<file path="src/hdl/rv_decode_pkg.sv">
package rv_decode_pkg;

    localparam int XLEN       = 32;
    localparam int REG_ADDR_W = 5;
    localparam int CSR_ADDR_W = 12;
    localparam int OPC_W      = 7;
    localparam int CTRL_W     = 2;

    typedef logic [XLEN-1:0]       word_t;
    typedef logic [REG_ADDR_W-1:0] reg_idx_t;
    typedef logic [CSR_ADDR_W-1:0] csr_addr_t;
    typedef logic [OPC_W-1:0]      opcode_t;
    typedef logic [2:0]            fun3_t;
    typedef logic [6:0]            fun7_t;

    // Major opcodes in instr[6:0]
    localparam opcode_t OPC_OP       = 7'b0110011;
    localparam opcode_t OPC_OP_IMM   = 7'b0010011;
    localparam opcode_t OPC_LOAD     = 7'b0000011;
    localparam opcode_t OPC_JALR     = 7'b1100111;
    localparam opcode_t OPC_SYSTEM   = 7'b1110011;
    localparam opcode_t OPC_STORE    = 7'b0100011;
    localparam opcode_t OPC_BRANCH   = 7'b1100011;
    localparam opcode_t OPC_LUI      = 7'b0110111;
    localparam opcode_t OPC_AUIPC    = 7'b0010111;
    localparam opcode_t OPC_JAL      = 7'b1101111;
    localparam opcode_t OPC_MISC_MEM = 7'b0001111;

    localparam fun7_t FUN7_BASE = 7'b0000000;
    localparam fun7_t FUN7_ALT  = 7'b0100000;  // SUB, SRA, SRAI

    // Nine formats, so four bits
    typedef enum logic [3:0] {
        FMT_R,
        FMT_I,
        FMT_SYS,
        FMT_S,
        FMT_B,
        FMT_U,
        FMT_J,
        FMT_FENCE,
        FMT_UNKNOWN
    } inst_fmt_e;

    typedef enum logic [5:0] {
        INST_ADD, INST_SUB, INST_SLL, INST_SLT, INST_SLTU,
        INST_XOR, INST_SRL, INST_SRA, INST_OR, INST_AND,
        INST_ADDI, INST_SLTI, INST_SLTIU, INST_XORI, INST_ORI,
        INST_ANDI, INST_SLLI, INST_SRLI, INST_SRAI,
        INST_LB, INST_LH, INST_LW, INST_LBU, INST_LHU,
        INST_JALR,
        INST_SB, INST_SH, INST_SW,
        INST_BEQ, INST_BNE, INST_BLT, INST_BGE, INST_BLTU, INST_BGEU,
        INST_LUI, INST_AUIPC, INST_JAL,
        INST_ECALL, INST_EBREAK,
        INST_CSRRW, INST_CSRRS, INST_CSRRC,
        INST_CSRRWI, INST_CSRRSI, INST_CSRRCI,
        INST_FENCE, INST_FENCEI,
        INST_UNKNOWN
    } inst_id_e;

    typedef logic [0:0] cfg_addr_t;

    localparam cfg_addr_t CFG_CTRL   = 1'b0;
    localparam cfg_addr_t CFG_ILLCNT = 1'b1;

    localparam int CTRL_CSR_BIT    = 0;
    localparam int CTRL_FENCEI_BIT = 1;

    typedef struct packed {
        inst_fmt_e fmt;
        inst_id_e  id;
        reg_idx_t  rd;
        reg_idx_t  rs1;
        reg_idx_t  rs2;
        fun3_t     fun3;
        fun7_t     fun7;
        csr_addr_t csr;
        word_t     imm;
    } decoded_t;

    typedef struct packed {
        decoded_t dec;
        word_t    rs1_val;
        word_t    rs2_val;
    } stage_out_t;

endpackage

</file>
<file path="src/hdl/rv_inst_decoder.sv">
`timescale 1ns/1ps

module rv_inst_decoder (
    input  rv_decode_pkg::word_t    instr_i,
    input  logic                    csr_en_i,
    input  logic                    fencei_en_i,
    output rv_decode_pkg::decoded_t dec_o
);

    rv_decode_pkg::opcode_t  opcode;
    rv_decode_pkg::fun3_t    fun3;
    rv_decode_pkg::fun7_t    fun7;
    rv_decode_pkg::word_t    imm_i;
    rv_decode_pkg::word_t    imm_s;
    rv_decode_pkg::word_t    imm_b;
    rv_decode_pkg::word_t    imm_u;
    rv_decode_pkg::word_t    imm_j;
    rv_decode_pkg::decoded_t fields;
    rv_decode_pkg::inst_id_e id;

    assign opcode = instr_i[6:0];
    assign fun3   = instr_i[14:12];
    assign fun7   = instr_i[31:25];

    assign imm_i = {{20{instr_i[31]}}, instr_i[31:20]};
    assign imm_s = {{20{instr_i[31]}}, instr_i[31:25], instr_i[11:7]};
    assign imm_b = {{20{instr_i[31]}}, instr_i[7], instr_i[30:25], instr_i[11:8], 1'b0};
    assign imm_u = {instr_i[31:12], 12'b0};
    assign imm_j = {{12{instr_i[31]}}, instr_i[19:12], instr_i[20], instr_i[30:21], 1'b0};

    // Field extraction by format
    always_comb begin
        fields     = '0;
        fields.fmt = rv_decode_pkg::FMT_UNKNOWN;
        case (opcode)
            rv_decode_pkg::OPC_OP: begin
                fields.fmt  = rv_decode_pkg::FMT_R;
                fields.rd   = instr_i[11:7];
                fields.fun3 = fun3;
                fields.rs1  = instr_i[19:15];
                fields.rs2  = instr_i[24:20];
                fields.fun7 = fun7;
            end
            rv_decode_pkg::OPC_OP_IMM, rv_decode_pkg::OPC_LOAD, rv_decode_pkg::OPC_JALR: begin
                fields.fmt  = rv_decode_pkg::FMT_I;
                fields.rd   = instr_i[11:7];
                fields.fun3 = fun3;
                fields.rs1  = instr_i[19:15];
                fields.imm  = imm_i;
                if ((opcode == rv_decode_pkg::OPC_OP_IMM) && (fun3[1:0] == 2'b01)) begin
                    fields.fun7 = fun7;  // Shift type lives in fun7
                end
            end
            rv_decode_pkg::OPC_SYSTEM: begin
                fields.fmt  = rv_decode_pkg::FMT_SYS;
                fields.rd   = instr_i[11:7];
                fields.fun3 = fun3;
                fields.rs1  = instr_i[19:15];  // uimm for the CSR*I forms
                fields.csr  = instr_i[31:20];
                fields.imm  = imm_i;
            end
            rv_decode_pkg::OPC_STORE: begin
                fields.fmt  = rv_decode_pkg::FMT_S;
                fields.fun3 = fun3;
                fields.rs1  = instr_i[19:15];
                fields.rs2  = instr_i[24:20];
                fields.imm  = imm_s;
            end
            rv_decode_pkg::OPC_BRANCH: begin
                fields.fmt  = rv_decode_pkg::FMT_B;
                fields.fun3 = fun3;
                fields.rs1  = instr_i[19:15];
                fields.rs2  = instr_i[24:20];
                fields.imm  = imm_b;
            end
            rv_decode_pkg::OPC_LUI, rv_decode_pkg::OPC_AUIPC: begin
                fields.fmt = rv_decode_pkg::FMT_U;
                fields.rd  = instr_i[11:7];
                fields.imm = imm_u;
            end
            rv_decode_pkg::OPC_JAL: begin
                fields.fmt = rv_decode_pkg::FMT_J;
                fields.rd  = instr_i[11:7];
                fields.imm = imm_j;
            end
            rv_decode_pkg::OPC_MISC_MEM: begin
                fields.fmt  = rv_decode_pkg::FMT_FENCE;
                fields.rd   = instr_i[11:7];
                fields.fun3 = fun3;
                fields.rs1  = instr_i[19:15];
                fields.imm  = imm_i;  // fm, pred, succ
            end
            default: begin
                fields.fmt = rv_decode_pkg::FMT_UNKNOWN;
            end
        endcase
    end

    // Instruction identification
    always_comb begin
        id = rv_decode_pkg::INST_UNKNOWN;
        case (opcode)
            rv_decode_pkg::OPC_OP: begin
                case ({fun7, fun3})
                    {rv_decode_pkg::FUN7_BASE, 3'b000}: id = rv_decode_pkg::INST_ADD;
                    {rv_decode_pkg::FUN7_ALT,  3'b000}: id = rv_decode_pkg::INST_SUB;
                    {rv_decode_pkg::FUN7_BASE, 3'b001}: id = rv_decode_pkg::INST_SLL;
                    {rv_decode_pkg::FUN7_BASE, 3'b010}: id = rv_decode_pkg::INST_SLT;
                    {rv_decode_pkg::FUN7_BASE, 3'b011}: id = rv_decode_pkg::INST_SLTU;
                    {rv_decode_pkg::FUN7_BASE, 3'b100}: id = rv_decode_pkg::INST_XOR;
                    {rv_decode_pkg::FUN7_BASE, 3'b101}: id = rv_decode_pkg::INST_SRL;
                    {rv_decode_pkg::FUN7_ALT,  3'b101}: id = rv_decode_pkg::INST_SRA;
                    {rv_decode_pkg::FUN7_BASE, 3'b110}: id = rv_decode_pkg::INST_OR;
                    {rv_decode_pkg::FUN7_BASE, 3'b111}: id = rv_decode_pkg::INST_AND;
                    default:                            id = rv_decode_pkg::INST_UNKNOWN;
                endcase
            end
            rv_decode_pkg::OPC_OP_IMM: begin
                case (fun3)
                    3'b000: id = rv_decode_pkg::INST_ADDI;
                    3'b010: id = rv_decode_pkg::INST_SLTI;
                    3'b011: id = rv_decode_pkg::INST_SLTIU;
                    3'b100: id = rv_decode_pkg::INST_XORI;
                    3'b110: id = rv_decode_pkg::INST_ORI;
                    3'b111: id = rv_decode_pkg::INST_ANDI;
                    3'b001: begin
                        if (fun7 == rv_decode_pkg::FUN7_BASE) begin
                            id = rv_decode_pkg::INST_SLLI;
                        end
                    end
                    default: begin  // 3'b101
                        if (fun7 == rv_decode_pkg::FUN7_BASE) begin
                            id = rv_decode_pkg::INST_SRLI;
                        end else if (fun7 == rv_decode_pkg::FUN7_ALT) begin
                            id = rv_decode_pkg::INST_SRAI;
                        end
                    end
                endcase
            end
            rv_decode_pkg::OPC_LOAD: begin
                case (fun3)
                    3'b000:  id = rv_decode_pkg::INST_LB;
                    3'b001:  id = rv_decode_pkg::INST_LH;
                    3'b010:  id = rv_decode_pkg::INST_LW;
                    3'b100:  id = rv_decode_pkg::INST_LBU;
                    3'b101:  id = rv_decode_pkg::INST_LHU;
                    default: id = rv_decode_pkg::INST_UNKNOWN;
                endcase
            end
            rv_decode_pkg::OPC_JALR: begin
                if (fun3 == 3'b000) begin
                    id = rv_decode_pkg::INST_JALR;
                end
            end
            rv_decode_pkg::OPC_SYSTEM: begin
                if (csr_en_i) begin
                    case (fun3)
                        3'b000:  id = instr_i[20] ? rv_decode_pkg::INST_EBREAK
                                                  : rv_decode_pkg::INST_ECALL;
                        3'b001:  id = rv_decode_pkg::INST_CSRRW;
                        3'b010:  id = rv_decode_pkg::INST_CSRRS;
                        3'b011:  id = rv_decode_pkg::INST_CSRRC;
                        3'b101:  id = rv_decode_pkg::INST_CSRRWI;
                        3'b110:  id = rv_decode_pkg::INST_CSRRSI;
                        3'b111:  id = rv_decode_pkg::INST_CSRRCI;
                        default: id = rv_decode_pkg::INST_UNKNOWN;
                    endcase
                end
            end
            rv_decode_pkg::OPC_STORE: begin
                case (fun3)
                    3'b000:  id = rv_decode_pkg::INST_SB;
                    3'b001:  id = rv_decode_pkg::INST_SH;
                    3'b010:  id = rv_decode_pkg::INST_SW;
                    default: id = rv_decode_pkg::INST_UNKNOWN;
                endcase
            end
            rv_decode_pkg::OPC_BRANCH: begin
                case (fun3)
                    3'b000:  id = rv_decode_pkg::INST_BEQ;
                    3'b001:  id = rv_decode_pkg::INST_BNE;
                    3'b100:  id = rv_decode_pkg::INST_BLT;
                    3'b101:  id = rv_decode_pkg::INST_BGE;
                    3'b110:  id = rv_decode_pkg::INST_BLTU;
                    3'b111:  id = rv_decode_pkg::INST_BGEU;
                    default: id = rv_decode_pkg::INST_UNKNOWN;
                endcase
            end
            rv_decode_pkg::OPC_LUI:   id = rv_decode_pkg::INST_LUI;
            rv_decode_pkg::OPC_AUIPC: id = rv_decode_pkg::INST_AUIPC;
            rv_decode_pkg::OPC_JAL:   id = rv_decode_pkg::INST_JAL;
            rv_decode_pkg::OPC_MISC_MEM: begin
                if (fun3 == 3'b000) begin
                    id = rv_decode_pkg::INST_FENCE;
                end else if ((fun3 == 3'b001) && fencei_en_i) begin
                    id = rv_decode_pkg::INST_FENCEI;
                end
            end
            default: id = rv_decode_pkg::INST_UNKNOWN;
        endcase
    end

    // Unknown encodings leave no stray fields behind
    always_comb begin
        dec_o    = fields;
        dec_o.id = id;
        if (id == rv_decode_pkg::INST_UNKNOWN) begin
            dec_o     = '0;
            dec_o.fmt = rv_decode_pkg::FMT_UNKNOWN;
            dec_o.id  = rv_decode_pkg::INST_UNKNOWN;
        end
    end

endmodule

</file>
<file path="src/hdl/rv_regfile.sv">
`timescale 1ns/1ps

module rv_regfile (
    input  logic                     i_clk,
    input  logic                     rst_i,
    input  logic                     we_i,
    input  rv_decode_pkg::reg_idx_t  waddr_i,
    input  rv_decode_pkg::word_t     wdata_i,
    input  rv_decode_pkg::reg_idx_t  raddr1_i,
    input  rv_decode_pkg::reg_idx_t  raddr2_i,
    output rv_decode_pkg::word_t     rdata1_o,
    output rv_decode_pkg::word_t     rdata2_o
);

    localparam int NUM_REGS = 2 ** rv_decode_pkg::REG_ADDR_W;

    rv_decode_pkg::word_t regs_q [NUM_REGS-1:1];  // x0 has no storage

    always_ff @(posedge i_clk) begin
        if (rst_i) begin
            for (int i = 1; i < NUM_REGS; i++) begin
                regs_q[i] <= '0;
            end
        end else if (we_i && (waddr_i != '0)) begin
            regs_q[waddr_i] <= wdata_i;
        end
    end

    // Same-cycle read sees the old value as there is no write bypass
    always_comb begin
        rdata1_o = '0;
        rdata2_o = '0;
        if (raddr1_i != '0) begin
            rdata1_o = regs_q[raddr1_i];
        end
        if (raddr2_i != '0) begin
            rdata2_o = regs_q[raddr2_i];
        end
    end

endmodule

</file>
<file path="src/hdl/rv_decode_cfg.sv">
`timescale 1ns/1ps

module rv_decode_cfg (
    input  logic                     i_clk,
    input  logic                     rst_i,
    input  logic                     we_i,
    input  rv_decode_pkg::cfg_addr_t addr_i,
    input  rv_decode_pkg::word_t     wdata_i,
    output rv_decode_pkg::word_t     rdata_o,
    input  logic                     inst_valid_i,
    input  rv_decode_pkg::inst_id_e  inst_id_i,
    output logic                     csr_en_o,
    output logic                     fencei_en_o
);

    logic [rv_decode_pkg::CTRL_W-1:0] ctrl_q;
    rv_decode_pkg::word_t             illcnt_q;
    logic                             ill_hit;
    logic                             cnt_clr;

    assign ill_hit = inst_valid_i && (inst_id_i == rv_decode_pkg::INST_UNKNOWN);
    assign cnt_clr = we_i && (addr_i == rv_decode_pkg::CFG_ILLCNT);  // Data ignored

    always_ff @(posedge i_clk) begin
        if (rst_i) begin
            ctrl_q <= '1;  // Both enables on
        end else if (we_i && (addr_i == rv_decode_pkg::CFG_CTRL)) begin
            ctrl_q <= wdata_i[rv_decode_pkg::CTRL_W-1:0];
        end
    end

    // Clear wins over a same-cycle increment
    always_ff @(posedge i_clk) begin
        if (rst_i || cnt_clr) begin
            illcnt_q <= '0;
        end else if (ill_hit && (illcnt_q != '1)) begin
            illcnt_q <= illcnt_q + 1'b1;
        end
    end

    assign csr_en_o    = ctrl_q[rv_decode_pkg::CTRL_CSR_BIT];
    assign fencei_en_o = ctrl_q[rv_decode_pkg::CTRL_FENCEI_BIT];

    assign rdata_o = (addr_i == rv_decode_pkg::CFG_ILLCNT) ? illcnt_q
                   : {{(rv_decode_pkg::XLEN - rv_decode_pkg::CTRL_W){1'b0}}, ctrl_q};

endmodule

</file>
<file path="src/hdl/rv_decode_stage.sv">
`timescale 1ns/1ps

module rv_decode_stage (
    input  logic                      i_clk,
    input  logic                      rst_i,
    input  logic                      valid_i,
    input  rv_decode_pkg::word_t      instr_i,
    input  logic                      wb_en_i,
    input  rv_decode_pkg::reg_idx_t   wb_rd_i,
    input  rv_decode_pkg::word_t      wb_data_i,
    input  logic                      cfg_we_i,
    input  rv_decode_pkg::cfg_addr_t  cfg_addr_i,
    input  rv_decode_pkg::word_t      cfg_wdata_i,
    output rv_decode_pkg::word_t      cfg_rdata_o,
    output logic                      valid_o,
    output rv_decode_pkg::stage_out_t stage_o
);

    rv_decode_pkg::decoded_t   dec;
    rv_decode_pkg::word_t      rs1_val;
    rv_decode_pkg::word_t      rs2_val;
    logic                      csr_en;
    logic                      fencei_en;
    rv_decode_pkg::stage_out_t stage_d;
    rv_decode_pkg::stage_out_t stage_q;
    logic                      valid_q;

    rv_inst_decoder u_decoder (
        .instr_i     (instr_i),
        .csr_en_i    (csr_en),
        .fencei_en_i (fencei_en),
        .dec_o       (dec)
    );

    rv_regfile u_regfile (
        .i_clk    (i_clk),
        .rst_i    (rst_i),
        .we_i     (wb_en_i),
        .waddr_i  (wb_rd_i),
        .wdata_i  (wb_data_i),
        .raddr1_i (dec.rs1),
        .raddr2_i (dec.rs2),
        .rdata1_o (rs1_val),
        .rdata2_o (rs2_val)
    );

    rv_decode_cfg u_cfg (
        .i_clk        (i_clk),
        .rst_i        (rst_i),
        .we_i         (cfg_we_i),
        .addr_i       (cfg_addr_i),
        .wdata_i      (cfg_wdata_i),
        .rdata_o      (cfg_rdata_o),
        .inst_valid_i (valid_i),
        .inst_id_i    (dec.id),
        .csr_en_o     (csr_en),
        .fencei_en_o  (fencei_en)
    );

    assign stage_d = '{dec: dec, rs1_val: rs1_val, rs2_val: rs2_val};

    // One-cycle output register that holds its payload while idle
    always_ff @(posedge i_clk) begin
        if (rst_i) begin
            valid_q <= 1'b0;
            stage_q <= '0;
        end else begin
            valid_q <= valid_i;
            if (valid_i) begin
                stage_q <= stage_d;
            end
        end
    end

    assign valid_o = valid_q;
    assign stage_o = stage_q;

endmodule

</file>
<file path="config.mk">
export PLATFORM = sky130hd
export DESIGN_NAME = rv_decode_stage
export DESIGN_NICKNAME = d
export VERILOG_FILES = /design/src/hdl/rv_decode_pkg.sv /design/src/hdl/rv_inst_decoder.sv /design/src/hdl/rv_regfile.sv /design/src/hdl/rv_decode_cfg.sv /design/src/hdl/rv_decode_stage.sv
export SDC_FILE = /design/constraint.sdc
export NUM_CORES = 2
export LEC_CHECK = 0
export ABC_AREA = 0
export BUFFER_PORTS_ARGS = -buffer_cell sky130_fd_sc_hd__buf_2
export CAP_MARGIN = 10
export CORE_ASPECT_RATIO = 1.25
export CORE_MARGIN = 3
export CORE_UTILIZATION = 35
export DETAILED_ROUTE_END_ITERATION = 10
export GPL_TIMING_DRIVEN = 0
export REMOVE_ABC_BUFFERS = 1
export SLEW_MARGIN = 5
export SYNTH_ARGS = -nofsm -noshare
export SYNTH_HDL_FRONTEND = slang
export SYNTH_SLANG_ARGS = --single-unit
</file>
<file path="constraint.sdc">
create_clock -name i_clk -period 4.73 [get_ports i_clk]
set_clock_uncertainty 0.05 [all_clocks]
set_input_delay 0.473 -clock i_clk [delete_from_list [all_inputs] [get_ports i_clk]]
set_output_delay 0.473 -clock i_clk [all_outputs]
set_load 0.02 [all_outputs]
</file>
==> impl_metrics.ini <==
[cts]
cts_root_buf = clkbuf_16
cts_tree = done
cts.htree.levels = 4
cts_made_buffers = 130
clock_latency_ns = 0.78
clockBufferDepth = 3
path_clk_slew_ns = 0.06
clkSinkCount = 1171

[logic_synthesis]
ys_types = 108
ys_seq_elements = 1171
synth_area_leaders = edfxtp_1, and2_1, dfxtp_1, mux2i_1, clkbuf_1
synth_cells = 5457
ys.flop_type = edfxtp_1
synth.top_cell.area_share_pct = 48.58
yosysSeqAreaShare_pct = 54.39
avgSynthCellArea_um2 = 11.25
synth_edf_count = 993
async_flop_share_pct = 0
yosysTopAreaCell = edfxtp_1
synth_area_um2 = 61380
yosys_warnings = 0

[timing]
setup_violations = 7
fin_crit_ns = 4.810
rsz0062_at_grt = no
tns_ns = -0.2221
fin_ws_ns = -0.08006
finalHoldViolations = 0
fin_crit_sh_pct = 101.7
slew_headroom_pct = 9.614
fin_hold_ws_ns = 0.06351
tightestPinTransition_ns = 1.356
max_freq_mhz = 207.9
maxSlewViolCount = 0

[cells_and_area]
final_core_util_pct = 41.09
drive_above_1_share_pct = 16.88
fillers = 16140
seq_area_um2 = 33380
design_area_um2 = 71470
fin_nets = 5585
multi_input_area_um2 = 26330
syn_to_final_growth_pct = 16.46

[global_route]
antenna_found_initial = 39
grt_max_degree = 91
grt_pass1_vias = 47230
grt_overflow = 0
grt_use_total_pct = 27.07
grt_pass1_wl_mm = 351.2

[drt]
postRouteAntennaNets = 0
vias = 49050
drt-vias-per-instance = 6.190
wl_mm = 253.5
routedWlPerCell_um = 31.99
dr.pass1.iters = 6
drc_errors = 0
drt_iter0_drc = 7458

[flow_run]
max_cap_viol_count = 0

[setup_path]
cp_data_arrival_time_ns = 5.47
r2r_cells = 10
path_max_fanout = 13
critPathLaunchType = input pin
reg2reg_slack_ns = 0.34
r2r_start = u_cfg.ctrl_q[0]$_SDFFE_PP1P_
slowest_stage = a2111oi_4
cp_cell_sequence = dlygate4sd3_1, buf_2, nor4_2, a311oi_1, a2111oi_4, o21a_2, o21ai_4, nor4b_4, buf_8, buf_6, o211ai_1, a211oi_2, a221o_1
crit_path_max_incr_delay_ns = 0.72
timing.rr.end = stage_o[9]$_SDFFE_PP0P_
cp-end-kind = register
crit_type = in -> reg
crit_required_ns = 5.39

[place]
gp_congestion = 0.8905
pre_cts_ws_ns = -1.937
dpl_cell_area_um2 = 66800
io_buffer_count = 252
dp_hpwl_mm = 158.4

[hold_path]
hold_path_end = stage_o[90]$_SDFFE_PP0P_
whs_path_depth = 4
min_from = instr_i[26]
hp-class = in -> reg

[floorplanning]
die-area_um2 = 180400
std_cell_rows = 171
coreArea_um2 = 173900
num_io_pins = 283
die-width_um = 380.5
die_y_um = 474.2
initial_core_util_pct = 35.28

[run_status]
violations = setup timing
status = complete, but fails checks

[pwr]
power_density_nw_per_um2 = 335.7
cellLeakagePower_nw = 25.65
peakVddDrop_mv = 0.2897
-- critical path, delay by kind of cell --
family / cells / cell delay, ns
AO/OA/AOI/OAI: 7 / 2.80
buffers and inverters: 4 / 1.16
AND/OR/NAND/NOR: 2 / 1.00
-- synth_stat cells, types with 12 or more instances --
cell type and number:
a211o_1 17, a211oi_1 94, a21o_1 17, a21oi_1 191, a221o_1 39, a221oi_1 39
a22o_1 26, a22oi_1 33, a31oi_1 32, and2_1 1043, and3_1 23, buf_1 44
buf_2 79, buf_4 14, clkbuf_1 391, dfxtp_1 178, edfxtp_1 993, inv_1 30
mux2_2 112, mux2i_1 344, mux4_2 49, nand2_1 239, nand2b_1 15, nand3_1 77
nand4_1 17, nor2_1 365, nor2b_1 56, nor3_1 56, o2111ai_1 13, o211ai_1 43
o21a_1 13, o21ai_0 178, o21ai_1 20, o221ai_1 92, o22a_1 12, o22ai_1 160
o311a_1 18, or2_2 39, xnor2_1 15, xor2_1 18
-- layout by cell type, fill, tap and decap left out, types with 75 or more instances in the layout --
master     netlist  final
and2_1        1043   1039
edfxtp_1       993    993
mux2i_1        344    344
nor2_1         365    331
buf_2           79    249
nand2_1        239    231
a21oi_1        191    190
o21ai_0        178    178
dfxtp_1        178    178
o22ai_1        160    160
clkbuf_16        0    137
mux2_2         112    112
o221ai_1        92     91
a211oi_1        94     85
nand3_1         77     75
-- stage by stage --
stage,std cells,power [mW]
after global routing,7912,24.52
after CTS,7902,23.95
final,7924,24.00
after floorplan,4920,12.91
after detailed placement,7655,13.97
after global placement,7507,13.96
-- flip-flops by register name, summed over array words and instances (netlist names) --
signal            cells
u_cfg.ctrl_q          2
u_regfile.regs_q    993
u_cfg.illcnt_q       32
stage_o             143
valid_o               1
-- how the worst max path moves through the flow --
stage | start | to | slack (ns) | cells after the start
floorplan | rst_i | stage_o[24]$_SDFFE_PP0P_ | -0.58 | 6
global placement | instr_i[20] | stage_o[3]$_SDFFE_PP0P_ | -12.86 | 8
detailed placement | instr_i[20] | stage_o[44]$_SDFFE_PP0P_ | -1.94 | 13
CTS | instr_i[20] | stage_o[40]$_SDFFE_PP0P_ | 0.02 | 13
global route | instr_i[31] | stage_o[19]$_SDFFE_PP0P_ | 0.003 | 14
finish | instr_i[29] | stage_o[9]$_SDFFE_PP0P_ | -0.08 | 13
-- power breakdown --
part / switching [mW] / internal, mW
clock: 4.29 / 5.86
combinational: 1.30 / 0.606
sequential: 0.262 / 11.7
total: 5.86 / 18.1
-- final cells by class --
cell class                      instances  area share [%]
Inverter                               31          0.1646
Tap cell                             2335           4.088
Clock buffer                          184           5.208
Antenna cell                           14         0.04902
Clock inverter                         46          0.6004
Sequential cell                      1171           46.70
Multi-Input combinational cell       3720           36.84
Timing Repair Buffer                  423           6.351
-- logic make-up after synthesis --
logic type	Yosys count	synth area share, %
other	1	0.006110
adder cells (fa/ha/maj)	1	0.02038
multiplexers	505	9.463
flip-flops	1171	54.39
buffers and inverters	568	3.831
XOR/XNOR	33	0.4709
AO/OA/AOI/OAI	1191	14.05
AND/OR/NAND/NOR	1987	17.77
-- what timing repair did --
action,in CTS,in global routing
pin swaps,3,2
setup buffers,2,3
endpoints found under the hold margin,24,0
hold buffers,13,0
gates cloned,2,0
endpoints found under the setup margin,49,31
resized for setup,26,14
-- routing by layer --
metal	global-route usage, %	routed length (um)	share of wire, %	vias to the layer above
li1	-	-	-	20260
met1	34.20	95680	38	24300
met2	41.73	111900	44	3625
met3	8.119	31260	12	847
met4	14.31	14550	5.7	18
met5	0	126	0.050	-
No activity file was read; power rests on OpenSTA's default activity.
